--- config.mk ---
export PLATFORM = sky130hd
export DESIGN_NAME = io_subsys_top
export DESIGN_NICKNAME = d
export VERILOG_FILES = /design/src/design/soc_bus_pkg.sv /design/src/design/soc_io_pkg.sv /design/src/design/bus_fabric.sv /design/src/design/gpio_router.sv /design/src/design/io_subsys_top.sv /design/src/design/sysctrl_regs.sv
export SDC_FILE = /design/constraint.sdc
export NUM_CORES = 1
export LEC_CHECK = 0
export BUFFER_PORTS_ARGS = -buffer_cell sky130_fd_sc_hd__buf_2
export CAP_MARGIN = 20
export CORE_AREA = 2 2 134 136
export CTS_BUF_LIST = sky130_fd_sc_hd__clkbuf_4 sky130_fd_sc_hd__clkbuf_8
export CTS_CLUSTER_DIAMETER = 120
export DETAILED_ROUTE_END_ITERATION = 8
export DIE_AREA = 0 0 136 138
export PLACE_DENSITY = 0.72
export RECOVER_POWER = 25
export SETUP_SLACK_MARGIN = 0.3
export SLEW_MARGIN = 20
export SYNTH_ARGS = -nofsm -noshare
export SYNTH_HDL_FRONTEND = slang
export SYNTH_SLANG_ARGS = --single-unit
--- constraint.sdc ---
create_clock -name clk_i -period 3.5 [get_ports clk_i]
set_clock_uncertainty 0.1 [all_clocks]
set_input_delay 0 -clock clk_i [delete_from_list [all_inputs] [get_ports clk_i]]
set_output_delay 0 -clock clk_i [all_outputs]
set_load 0.01 [all_outputs]
--- src/design/soc_bus_pkg.sv ---
/*
 * Bus definitions for the I/O subsystem: native core request and
 * response, the SRAM port and the system control address map.
 */

package soc_bus_pkg;

  // native valid/ready request from the core
  typedef struct packed {
    logic        valid;
    logic [31:0] addr;
    logic [31:0] wdata;
    logic [3:0]  wstrb;
  } core_req_t;

  typedef struct packed {
    logic        ready;
    logic [31:0] rdata;
  } core_rsp_t;

  // word addressed SRAM port, read data comes back separately
  typedef struct packed {
    logic [3:0]  wstrb;
    logic [13:0] addr;
    logic [31:0] wdata;
  } ram_req_t;

  // upper address bits of the system control page
  localparam logic [23:0] SYSCTRL_PAGE = 24'h03_0000;

  // byte offsets inside the system control page
  typedef enum logic [7:0] {
    GPIO_DATA = 8'h00,
    GPIO_OEB  = 8'h04,
    GPIO_PU   = 8'h08,
    GPIO_PD   = 8'h0C,
    HK_CONFIG = 8'h18,
    HK_ENA    = 8'h1C,
    HK_PLL    = 8'h20,
    HK_MFGR   = 8'h24,
    HK_PROD   = 8'h28,
    HK_MASK   = 8'h2C,
    CLK_SEL   = 8'h30,
    XTAL_DEST = 8'h34,
    PLL_DEST  = 8'h38,
    TRAP_DEST = 8'h3C,
    IRQ7_SRC  = 8'h40,
    IRQ8_SRC  = 8'h44
  } sysctrl_reg_e;

endpackage

--- src/design/soc_io_pkg.sv ---
/*
 * Pad and routing definitions: GPIO pad bundle, routing selector codes,
 * housekeeping read-only words and the decoded register write word.
 */

package soc_io_pkg;

  localparam int GPIO_W = 16;

  typedef logic [GPIO_W-1:0] gpio_vec_t;

  // pad controls, the enables and pulls are active low
  typedef struct packed {
    gpio_vec_t out;
    gpio_vec_t outenb;
    gpio_vec_t pullupb;
    gpio_vec_t pulldownb;
  } gpio_pad_t;

  typedef enum logic [1:0] {
    ROUTE_OFF = 2'd0,
    ROUTE_A   = 2'd1,
    ROUTE_B   = 2'd2,
    ROUTE_C   = 2'd3
  } route_sel_t;

  typedef struct packed {
    route_sel_t xtal_dest;
    route_sel_t pll_dest;
    route_sel_t trap_dest;
    route_sel_t irq7_src;
    route_sel_t irq8_src;
  } route_cfg_t;

  // read-only words reported by the housekeeping SPI
  typedef struct packed {
    logic [7:0]  cfg;
    logic        xtal_ena;
    logic        reg_ena;
    logic        pll_cp_ena;
    logic        pll_vco_ena;
    logic        pll_bias_ena;
    logic [3:0]  pll_trim;
    logic [11:0] mfgr_id;
    logic [7:0]  prod_id;
    logic [3:0]  mask_rev;
  } hk_info_t;

  // one write word, seen as pad bits or as a selector code
  typedef union packed {
    struct packed {
      logic [15:0] spare;
      gpio_vec_t   bits;
    } pad;
    struct packed {
      logic [29:0] spare;
      route_sel_t  code;
    } sel;
  } sysctrl_wdata_u;

endpackage

--- src/design/bus_fabric.sv ---
/*
 * Bus fabric: decodes core requests into the SRAM range and the system
 * control page, drives the SRAM port and muxes the replies back.
 */

`timescale 1ns/1ns

module bus_fabric #(
  parameter int unsigned MEM_WORDS = 16384
) (
  input  logic                  clk_i,
  input  logic                  rst_n_i,
  input  soc_bus_pkg::core_req_t req_i,
  output soc_bus_pkg::core_rsp_t rsp_o,
  output soc_bus_pkg::ram_req_t  ram_o,
  input  logic [31:0]           ram_rdata_i,
  output logic                  sys_sel_o,
  input  soc_bus_pkg::core_rsp_t sys_rsp_i
);

  // first byte address past the SRAM
  localparam logic [31:0] RAM_BYTES = 32'(4 * MEM_WORDS);

  logic ram_sel;
  logic ram_ready_q;
  logic sys_hit;
  logic core_ready;

  assign sys_hit    = sys_sel_o && sys_rsp_i.ready;
  assign core_ready = sys_hit || ram_ready_q;

  // only the start cycle of an SRAM access, the ready cycle is excluded
  assign ram_sel = req_i.valid && !core_ready && (req_i.addr < RAM_BYTES);

  assign sys_sel_o = req_i.valid && (req_i.addr[31:8] == soc_bus_pkg::SYSCTRL_PAGE);

  assign ram_o.wstrb = ram_sel ? req_i.wstrb : 4'h0;
  assign ram_o.addr  = req_i.addr[15:2];
  assign ram_o.wdata = req_i.wdata;

  // SRAM answers one cycle after the request starts
  always_ff @(posedge clk_i or negedge rst_n_i) begin
    if (!rst_n_i) begin
      ram_ready_q <= 1'b0;
    end else begin
      ram_ready_q <= ram_sel;
    end
  end

  // system control first, then SRAM
  always_comb begin
    rsp_o = '0;
    if (sys_hit) begin
      rsp_o = sys_rsp_i;
    end else if (ram_ready_q) begin
      rsp_o.ready = 1'b1;
      rsp_o.rdata = ram_rdata_i;
    end
  end

endmodule

--- src/design/gpio_router.sv ---
/*
 * GPIO router: overrides register driven pads with the crystal, PLL,
 * system clock or trap signal, and picks the GPIO interrupt inputs.
 */

`timescale 1ns/1ns

module gpio_router (
  input  logic                  clk_i,
  input  logic                  rst_n_i,
  input  logic                  xtal_i,
  input  logic                  pll_clk_i,
  input  logic                  trap_i,
  input  soc_io_pkg::gpio_pad_t  regs_i,
  input  soc_io_pkg::route_cfg_t route_i,
  input  soc_io_pkg::gpio_vec_t  gpio_in_i,
  output soc_io_pkg::gpio_pad_t  pads_o,
  output logic                  irq7_o,
  output logic                  irq8_o
);

  // first pin of each three-pin group
  localparam int XTAL_PIN = 5;
  localparam int PLL_PIN  = 8;
  localparam int TRAP_PIN = 11;

  logic [2:0]            xtal_hit;
  logic [2:0]            pll_hit;
  logic [2:0]            trap_hit;
  soc_io_pkg::gpio_vec_t owned;

  // A, B, C select the first, second, third pin of a group
  function automatic logic [2:0] sel_onehot(soc_io_pkg::route_sel_t sel);
    logic [2:0] hot;
    hot = 3'b000;
    case (sel)
      soc_io_pkg::ROUTE_A: hot = 3'b001;
      soc_io_pkg::ROUTE_B: hot = 3'b010;
      soc_io_pkg::ROUTE_C: hot = 3'b100;
      default:             hot = 3'b000;
    endcase
    return hot;
  endfunction

  assign xtal_hit = sel_onehot(route_i.xtal_dest);
  assign pll_hit  = sel_onehot(route_i.pll_dest);
  assign trap_hit = sel_onehot(route_i.trap_dest);

  // a nonzero selector takes over its whole group
  always_comb begin
    owned = '0;
    owned[XTAL_PIN +: 3] = {3{|xtal_hit}};
    owned[PLL_PIN +: 3]  = {3{|pll_hit}};
    owned[TRAP_PIN +: 3] = {3{|trap_hit}};
  end

  always_comb begin
    pads_o.out = regs_i.out;
    for (int i = 0; i < 3; i++) begin
      if (xtal_hit[i]) pads_o.out[XTAL_PIN + i] = xtal_i;
      if (trap_hit[i]) pads_o.out[TRAP_PIN + i] = trap_i;
    end
    // pin 10 has no source, it is only released
    if (pll_hit[0]) pads_o.out[PLL_PIN] = pll_clk_i;
    if (pll_hit[1]) pads_o.out[PLL_PIN + 1] = clk_i;
    pads_o.outenb    = (regs_i.outenb & ~owned) | {soc_io_pkg::GPIO_W{~rst_n_i}};
    pads_o.pullupb   = regs_i.pullupb | owned;
    pads_o.pulldownb = regs_i.pulldownb | owned;
  end

  assign irq7_o = |(sel_onehot(route_i.irq7_src) & gpio_in_i[2:0]);
  assign irq8_o = |(sel_onehot(route_i.irq8_src) & gpio_in_i[5:3]);

endmodule

--- src/design/io_subsys_top.sv ---
/*
 * I/O subsystem top: bus fabric, system control registers and GPIO
 * router behind a native core bus, plus the interrupt vector.
 */

`timescale 1ns/1ns

module io_subsys_top #(
  parameter int unsigned MEM_WORDS = 16384
) (
  input  logic                  clk_i,
  input  logic                  rst_n_i,
  input  logic                  xtal_i,
  input  logic                  pll_clk_i,
  input  logic                  trap_i,
  input  logic                  clk_ext_sel_i,
  input  logic                  irq_pin_i,
  input  logic                  irq_spi_i,
  input  soc_bus_pkg::core_req_t req_i,
  output soc_bus_pkg::core_rsp_t rsp_o,
  output soc_bus_pkg::ram_req_t  ram_o,
  input  logic [31:0]           ram_rdata_i,
  input  soc_io_pkg::gpio_vec_t  gpio_in_i,
  input  soc_io_pkg::hk_info_t   hk_i,
  output soc_io_pkg::gpio_pad_t  pads_o,
  output logic [31:0]           irq_o
);

  logic                   sys_sel;
  soc_bus_pkg::core_rsp_t sys_rsp;
  soc_io_pkg::gpio_pad_t  regs;
  soc_io_pkg::route_cfg_t route;
  logic                   irq7;
  logic                   irq8;

  bus_fabric #(
    .MEM_WORDS(MEM_WORDS)
  ) u_bus_fabric (
    .clk_i      (clk_i),
    .rst_n_i    (rst_n_i),
    .req_i      (req_i),
    .rsp_o      (rsp_o),
    .ram_o      (ram_o),
    .ram_rdata_i(ram_rdata_i),
    .sys_sel_o  (sys_sel),
    .sys_rsp_i  (sys_rsp)
  );

  sysctrl_regs u_sysctrl_regs (
    .clk_i        (clk_i),
    .rst_n_i      (rst_n_i),
    .req_i        (req_i),
    .sel_i        (sys_sel),
    .gpio_in_i    (gpio_in_i),
    .pads_i       (pads_o),
    .hk_i         (hk_i),
    .clk_ext_sel_i(clk_ext_sel_i),
    .rsp_o        (sys_rsp),
    .regs_o       (regs),
    .route_o      (route)
  );

  gpio_router u_gpio_router (
    .clk_i    (clk_i),
    .rst_n_i  (rst_n_i),
    .xtal_i   (xtal_i),
    .pll_clk_i(pll_clk_i),
    .trap_i   (trap_i),
    .regs_i   (regs),
    .route_i  (route),
    .gpio_in_i(gpio_in_i),
    .pads_o   (pads_o),
    .irq7_o   (irq7),
    .irq8_o   (irq8)
  );

  // external pin and housekeeping SPI on 5 and 6, GPIO sources on 7 and 8
  assign irq_o = {23'd0, irq8, irq7, irq_spi_i, irq_pin_i, 5'd0};

endmodule

--- src/design/sysctrl_regs.sv ---
/*
 * System control registers: GPIO output, output enable and pull
 * registers, the routing selectors and housekeeping readback.
 * Every selected access completes with a single-cycle ready.
 */

`timescale 1ns/1ns

module sysctrl_regs (
  input  logic                   clk_i,
  input  logic                   rst_n_i,
  input  soc_bus_pkg::core_req_t  req_i,
  input  logic                   sel_i,
  input  soc_io_pkg::gpio_vec_t   gpio_in_i,
  input  soc_io_pkg::gpio_pad_t   pads_i,
  input  soc_io_pkg::hk_info_t    hk_i,
  input  logic                   clk_ext_sel_i,
  output soc_bus_pkg::core_rsp_t  rsp_o,
  output soc_io_pkg::gpio_pad_t   regs_o,
  output soc_io_pkg::route_cfg_t  route_o
);

  soc_bus_pkg::sysctrl_reg_e  offset;
  soc_io_pkg::sysctrl_wdata_u wdata;
  soc_io_pkg::gpio_pad_t      regs_q;
  soc_io_pkg::route_cfg_t     route_q;
  logic                       ready_q;
  logic                       access;
  logic [31:0]                rdata_q;
  logic [31:0]                rd_word;
  logic                       rd_hit;

  // byte lanes 0 and 1 of a 16-bit GPIO register
  function automatic soc_io_pkg::gpio_vec_t byte_merge(soc_io_pkg::gpio_vec_t cur,
                                                       soc_io_pkg::gpio_vec_t nxt,
                                                       logic [1:0] be);
    soc_io_pkg::gpio_vec_t res;
    res = cur;
    if (be[0]) res[7:0] = nxt[7:0];
    if (be[1]) res[15:8] = nxt[15:8];
    return res;
  endfunction

  assign offset = soc_bus_pkg::sysctrl_reg_e'(req_i.addr[7:0]);
  assign wdata  = req_i.wdata;
  assign access = sel_i && !ready_q;

  always_ff @(posedge clk_i or negedge rst_n_i) begin
    if (!rst_n_i) begin
      ready_q          <= 1'b0;
      regs_q.out       <= '0;
      regs_q.outenb    <= '1;
      regs_q.pullupb   <= '0;
      regs_q.pulldownb <= '0;
      route_q          <= '{default: soc_io_pkg::ROUTE_OFF};
    end else begin
      ready_q <= access;
      if (access) begin
        case (offset)
          soc_bus_pkg::GPIO_DATA:
            regs_q.out <= byte_merge(regs_q.out, wdata.pad.bits, req_i.wstrb[1:0]);
          soc_bus_pkg::GPIO_OEB:
            regs_q.outenb <= byte_merge(regs_q.outenb, wdata.pad.bits, req_i.wstrb[1:0]);
          soc_bus_pkg::GPIO_PU:
            regs_q.pullupb <= byte_merge(regs_q.pullupb, wdata.pad.bits, req_i.wstrb[1:0]);
          soc_bus_pkg::GPIO_PD:
            regs_q.pulldownb <= byte_merge(regs_q.pulldownb, wdata.pad.bits,
                                           req_i.wstrb[1:0]);
          soc_bus_pkg::XTAL_DEST: if (req_i.wstrb[0]) route_q.xtal_dest <= wdata.sel.code;
          soc_bus_pkg::PLL_DEST:  if (req_i.wstrb[0]) route_q.pll_dest <= wdata.sel.code;
          soc_bus_pkg::TRAP_DEST: if (req_i.wstrb[0]) route_q.trap_dest <= wdata.sel.code;
          soc_bus_pkg::IRQ7_SRC:  if (req_i.wstrb[0]) route_q.irq7_src <= wdata.sel.code;
          soc_bus_pkg::IRQ8_SRC:  if (req_i.wstrb[0]) route_q.irq8_src <= wdata.sel.code;
          default: ;
        endcase
      end
    end
  end

  // readback mux, GPIO_DATA shows final pad outputs over the inputs
  always_comb begin
    rd_hit  = 1'b1;
    rd_word = '0;
    case (offset)
      soc_bus_pkg::GPIO_DATA: rd_word = {pads_i.out, gpio_in_i};
      soc_bus_pkg::GPIO_OEB:  rd_word = 32'(regs_q.outenb);
      soc_bus_pkg::GPIO_PU:   rd_word = 32'(regs_q.pullupb);
      soc_bus_pkg::GPIO_PD:   rd_word = 32'(regs_q.pulldownb);
      soc_bus_pkg::HK_CONFIG: rd_word = 32'(hk_i.cfg);
      soc_bus_pkg::HK_ENA:    rd_word = 32'({hk_i.xtal_ena, hk_i.reg_ena});
      soc_bus_pkg::HK_PLL:
        rd_word = 32'({hk_i.pll_trim, hk_i.pll_cp_ena, hk_i.pll_vco_ena, hk_i.pll_bias_ena});
      soc_bus_pkg::HK_MFGR:   rd_word = 32'(hk_i.mfgr_id);
      soc_bus_pkg::HK_PROD:   rd_word = 32'(hk_i.prod_id);
      soc_bus_pkg::HK_MASK:   rd_word = 32'(hk_i.mask_rev);
      soc_bus_pkg::CLK_SEL:   rd_word = 32'(clk_ext_sel_i);
      soc_bus_pkg::XTAL_DEST: rd_word = 32'(route_q.xtal_dest);
      soc_bus_pkg::PLL_DEST:  rd_word = 32'(route_q.pll_dest);
      soc_bus_pkg::TRAP_DEST: rd_word = 32'(route_q.trap_dest);
      soc_bus_pkg::IRQ7_SRC:  rd_word = 32'(route_q.irq7_src);
      soc_bus_pkg::IRQ8_SRC:  rd_word = 32'(route_q.irq8_src);
      default:                rd_hit = 1'b0;
    endcase
  end

  // unknown offsets leave the last read data in place
  always_ff @(posedge clk_i) begin
    if (access && rd_hit) begin
      rdata_q <= rd_word;
    end
  end

  assign rsp_o.ready = ready_q;
  assign rsp_o.rdata = rdata_q;
  assign regs_o      = regs_q;
  assign route_o     = route_q;

endmodule

# Yosys cells after proc, flatten, opt, wreduce, memory -nomap -nowiden

Cells that the tools add are included.

Register bits: 108
Output and inout port bits: 179

$lt $le $gt $ge: 1
Eq/ne operators: 31
Multiplexer cells: 18
Bitwise gates (word level): 8
Reductions and logical operators: 29

Operator list:

| operator                                                                       | number |
|---|---|
| 32-bit case mux with 16 select lines                                           | 1 |
| 33-bit two-way mux                                                             | 2 |
| 8-bit by 6-bit equality test with 1-bit output, second input constant          | 8 |
| 3-bit case mux with 3 select lines                                             | 5 |
| 3-bit AND reduction                                                            | 13 |
| 32-bit by 17-bit less-than comparator with 1-bit output, second input constant | 1 |
| 16-bit by 14-bit bitwise OR with 16-bit output                                 | 2 |
| 24-bit by 18-bit equality test with 1-bit output, second input constant        | 1 |
| 2-bit equality test, second input constant                                     | 10 |
| 16-bit bitwise AND                                                             | 1 |
| 8-bit by 4-bit equality test with 1-bit output, second input constant          | 2 |
| 8-bit by 5-bit equality test with 1-bit output, second input constant          | 2 |
| 8-bit by 7-bit equality test with 1-bit output, second input constant          | 2 |
| 14-bit NOT with 16-bit output                                                  | 1 |
| 16-bit bitwise OR                                                              | 1 |
| 16-bit OR reduction                                                            | 1 |
| 3-bit OR reduction                                                             | 5 |
| 2-bit by 1-bit equality test with 1-bit output, second input constant          | 5 |
| 1-bit two-way mux                                                              | 9 |
| 8-bit by 3-bit equality test with 1-bit output, second input constant          | 1 |
| 8-bit logical NOT                                                              | 1 |
| 3-bit bitwise AND                                                              | 2 |
| 1-bit logical AND                                                              | 6 |
| 4-bit two-way mux                                                              | 1 |
| other kinds (3)                                                                | 4 |

# Logic depth before layout (Yosys ltp)

Depth after elaboration: 8
Gate-level depth with buffers: 7
Gate-level depth less buffers: 4

# Cells and area by module

Synthesis repeated with hierarchy kept, for this count alone.

Cells, all modules: 645
Area, all modules: 7040.5 um^2

By module, submodules not included:

| module        | times used | cells an instance | area each (um^2) | sequential area each (um^2) |
|---|---|---|---|---|
| sysctrl_regs  | 1          | 348               | 5038.6           | 2857.7 |
| bus_fabric    | 1          | 173               | 1152.4           | 25.0 |
| gpio_router   | 1          | 91                | 605.6            | 0.0 |
| io_subsys_top | 1          | 33                | 244.0            | 0.0 |

==> flow_metrics.env <==
export IMPL_synthAdderAreaFrac=0
export IMPL_final_cell_mix="buf_2, nand2_1, dlygate4sd3_1"
export IMPL_tns_ns=0
export IMPL_viasPerCell=5.537
export IMPL_utilization=0.5273
export IMPL_seq_area_frac_synth=0.4074
export IMPL_grt_max_degree=68
export IMPL_synth_area_leaders="dfrtp_1, edfxtp_1, mux2_2, buf_4, dfstp_2"
export IMPL_tritoncts="done"
export IMPL_numPortBuffers=280
export IMPL_synth_area_mux_share=0.1425
export IMPL_dpl_cell_count=1098
export IMPL_drive_gt1_frac=0.4419
export IMPL_drv_slew=68
export IMPL_setup_worst_path_end_class="output port"
export IMPL_worstPathMaxFanout=2
export IMPL_initialDrtViolationCount=597
export IMPL_wire_per_inst_um=20.77
export IMPL_p_leak_nw=4.377
export IMPL_dr_total_vias=6655
export IMPL_dpl_hpwl_mm=18.37
export IMPL_final_cells=1202
export IMPL_antenna_found_initial=0
export IMPL_maxCapViolCount=1
export IMPL_synth_top_area_share=0.2122
export IMPL_hold_path_class="input pin to flip-flop"
export IMPL_cts_clk_slew_worst_paths_ns=0.10
export IMPL_floorplan_initialDensity=0.4035
export IMPL_drt_total_wl_mm=24.97
export IMPL_ios=345
export IMPL_core_sq_um=17530
export IMPL_async_flop_share=0.7037
export IMPL_clock_latency_ns=0.48
export IMPL_synth_cells=692
export IMPL_p_per_area_nw_per_um2=288.2
export IMPL_grt_pass1_wl_mm=38.01
export IMPL_setup_worst_path_class="clock port to output port"
export IMPL_grt_overflow=0
export IMPL_fillerInstances=1608
export IMPL_num_antenna_cells=0
export IMPL_rsz0062_at_grt="false"
export IMPL_area_growth_pct=30.68
export IMPL_ys_warn_count=0
export IMPL_worstSetupStartpointType="clock port"
export IMPL_postPlaceCellArea_sq_um=8137
export IMPL_tightest_slew_ns=1.632
export IMPL_ys_ff_latch=108
export IMPL_layout_commonest_cell="buf_2"
export IMPL_synth_xor_area_share=0
export IMPL_yosys_area_top_type="dfrtp_1"
export IMPL_violations="capacitance limit, slew limit"
export IMPL_worst_ir_drop_vdd_mv=0.2352
export IMPL_setup_viol=0
export IMPL_crit_arrival_ns=3.06
export IMPL_netlist_area_sq_um=7076
export IMPL_synth_top_family_by_area="simple AND/OR/NAND/NOR gates"
export IMPL_cp_data_required_time_ns=3.40
export IMPL_synth_compound_area_frac=0.09973
export IMPL_die_w_um=136
export IMPL_rows=49
export IMPL_ys_flop_type="dfrtp_1"
export IMPL_synth_area_per_cell_sq_um=10.22
export IMPL_ant_nets=0
export IMPL_track_usage=0.2649
export IMPL_slew_headroom=-0.08768
export IMPL_drc=0
export IMPL_fin_area_sq_um=9246
export IMPL_die_area_sq_um=18770
export IMPL_drt_pass1_iter_count=7
export IMPL_dieHeight_um=138
export IMPL_final_nets=1133
export IMPL_first_global_vias=6685
export IMPL_place_congestion=0.8881
export IMPL_holdWs_ns=0.01880
export IMPL_synth_edf_count=32
export IMPL_ys_types=54
export IMPL_status="finished, violations left"
export IMPL_yosys_area_share_simple=0.2154
export IMPL_hold_viol_final=0
## registers in the layout, summed over array words and instances, names as in the netlist
register and count:
u_sysctrl_regs.ready_q 1, u_sysctrl_regs.route_o 10, u_bus_fabric.ram_ready_q 1, u_sysctrl_regs.regs_o 64
u_sysctrl_regs.rdata_q 32
## repair_timing
action,in CTS,in global routing
setup endpoints to repair,1,1
hold buffers,76,0
endpoints found under the hold margin,166,0
pin swaps,0,0
buffers inserted,1,0
gates resized for setup,1,4
## final cells by class
type / instances / area, sq um / share of cell area
Clock buffer: 22 / 291.5 / 0.03153
Clock inverter: 7 / 92.59 / 0.01001
Inverter: 1 / 3.754 / 0.0004060
Multi-Input combinational cell: 461 / 3415 / 0.3693
Sequential cell: 108 / 2883 / 0.3118
Tap cell: 229 / 286.5 / 0.03099
Timing Repair Buffer: 374 / 2275 / 0.2460
## cell usage after synthesis, types with 13 or more instances
cell	instances
dfrtp_1	60
dfstp_2	16
mux2_2	75
or3_1	18
clkbuf_1	43
edfxtp_1	32
buf_4	100
o21ai_0	44
a22oi_1	25
nand2b_1	13
nand4_1	35
nand2_1	80
and3_1	17
and2_1	14
## critical path, cell delays in order
cell      delay, ns
clkbuf_8       0.11
clkbuf_8       0.12
clkbuf_8       0.12
buf_8          0.11
buf_8          0.11
clkbuf_8       0.12
mux2_4         0.27
buf_8          0.12
clkbuf_8       0.12
buf_6          0.11
## through the flow
| step | power [mW] | setup WS [ns] |
|---|---|---|
| final | 2.665 | 0.3392 |
| after global routing | 2.763 | 0.3090 |
| after CTS | 2.653 | 0.3084 |
| after detailed placement | 1.581 | 0.7731 |
| after global placement | 1.581 | 0.8513 |
| after floorplan | 1.466 | 0.7030 |
## worst paths after layout
kind	startpoint	end	slack [ns]	depth (start not counted)
max	clk_i	pads_o[57]	0.34	10
min in group asynchronous	rst_n_i	u_sysctrl_regs.route_o[6]$_DFFE_PN0P_	0.37	2
max in group asynchronous	rst_n_i	u_sysctrl_regs.regs_o[42]$_DFFE_PN1P_	1.90	3
min	req_i[45]	u_sysctrl_regs.ready_q$_DFF_PN0_	0.02	5
max reg2reg	u_sysctrl_regs.regs_o[0]$_DFFE_PN0P_	u_sysctrl_regs.rdata_q[0]$_DFFE_PP_	0.95	5
min reg2reg	u_sysctrl_regs.regs_o[60]$_DFFE_PN0P_	u_sysctrl_regs.regs_o[60]$_DFFE_PN0P_	0.42	1
## power by group
group	total (mW)	switching, mW	internal, mW	leakage [nW]
Clock	1.05	0.515	0.533	0.210
Combinational	0.323	0.179	0.144	2.90
Sequential	1.29	0.0000000383	1.29	1.26
## metal layers
layer / track usage / vias to the layer above / share of wire
met5: 0 / - / 0
met4: 0.1206 / 0 / 0.036
met3: 0.05501 / 66 / 0.083
met2: 0.4385 / 384 / 0.48
met1: 0.3307 / 3229 / 0.40
li1: - / 2976 / -
## cell families (layout without fill, tap and decap cells)
kind of cell	after synthesis	count (layout)
AO/OA/AOI/OAI	103	103
buffers and inverters	150	404
flip-flops	108	108
multiplexers	87	87
other	1	28
AND/OR/NAND/NOR	243	243
No activity file was read; power rests on OpenSTA's default activity.
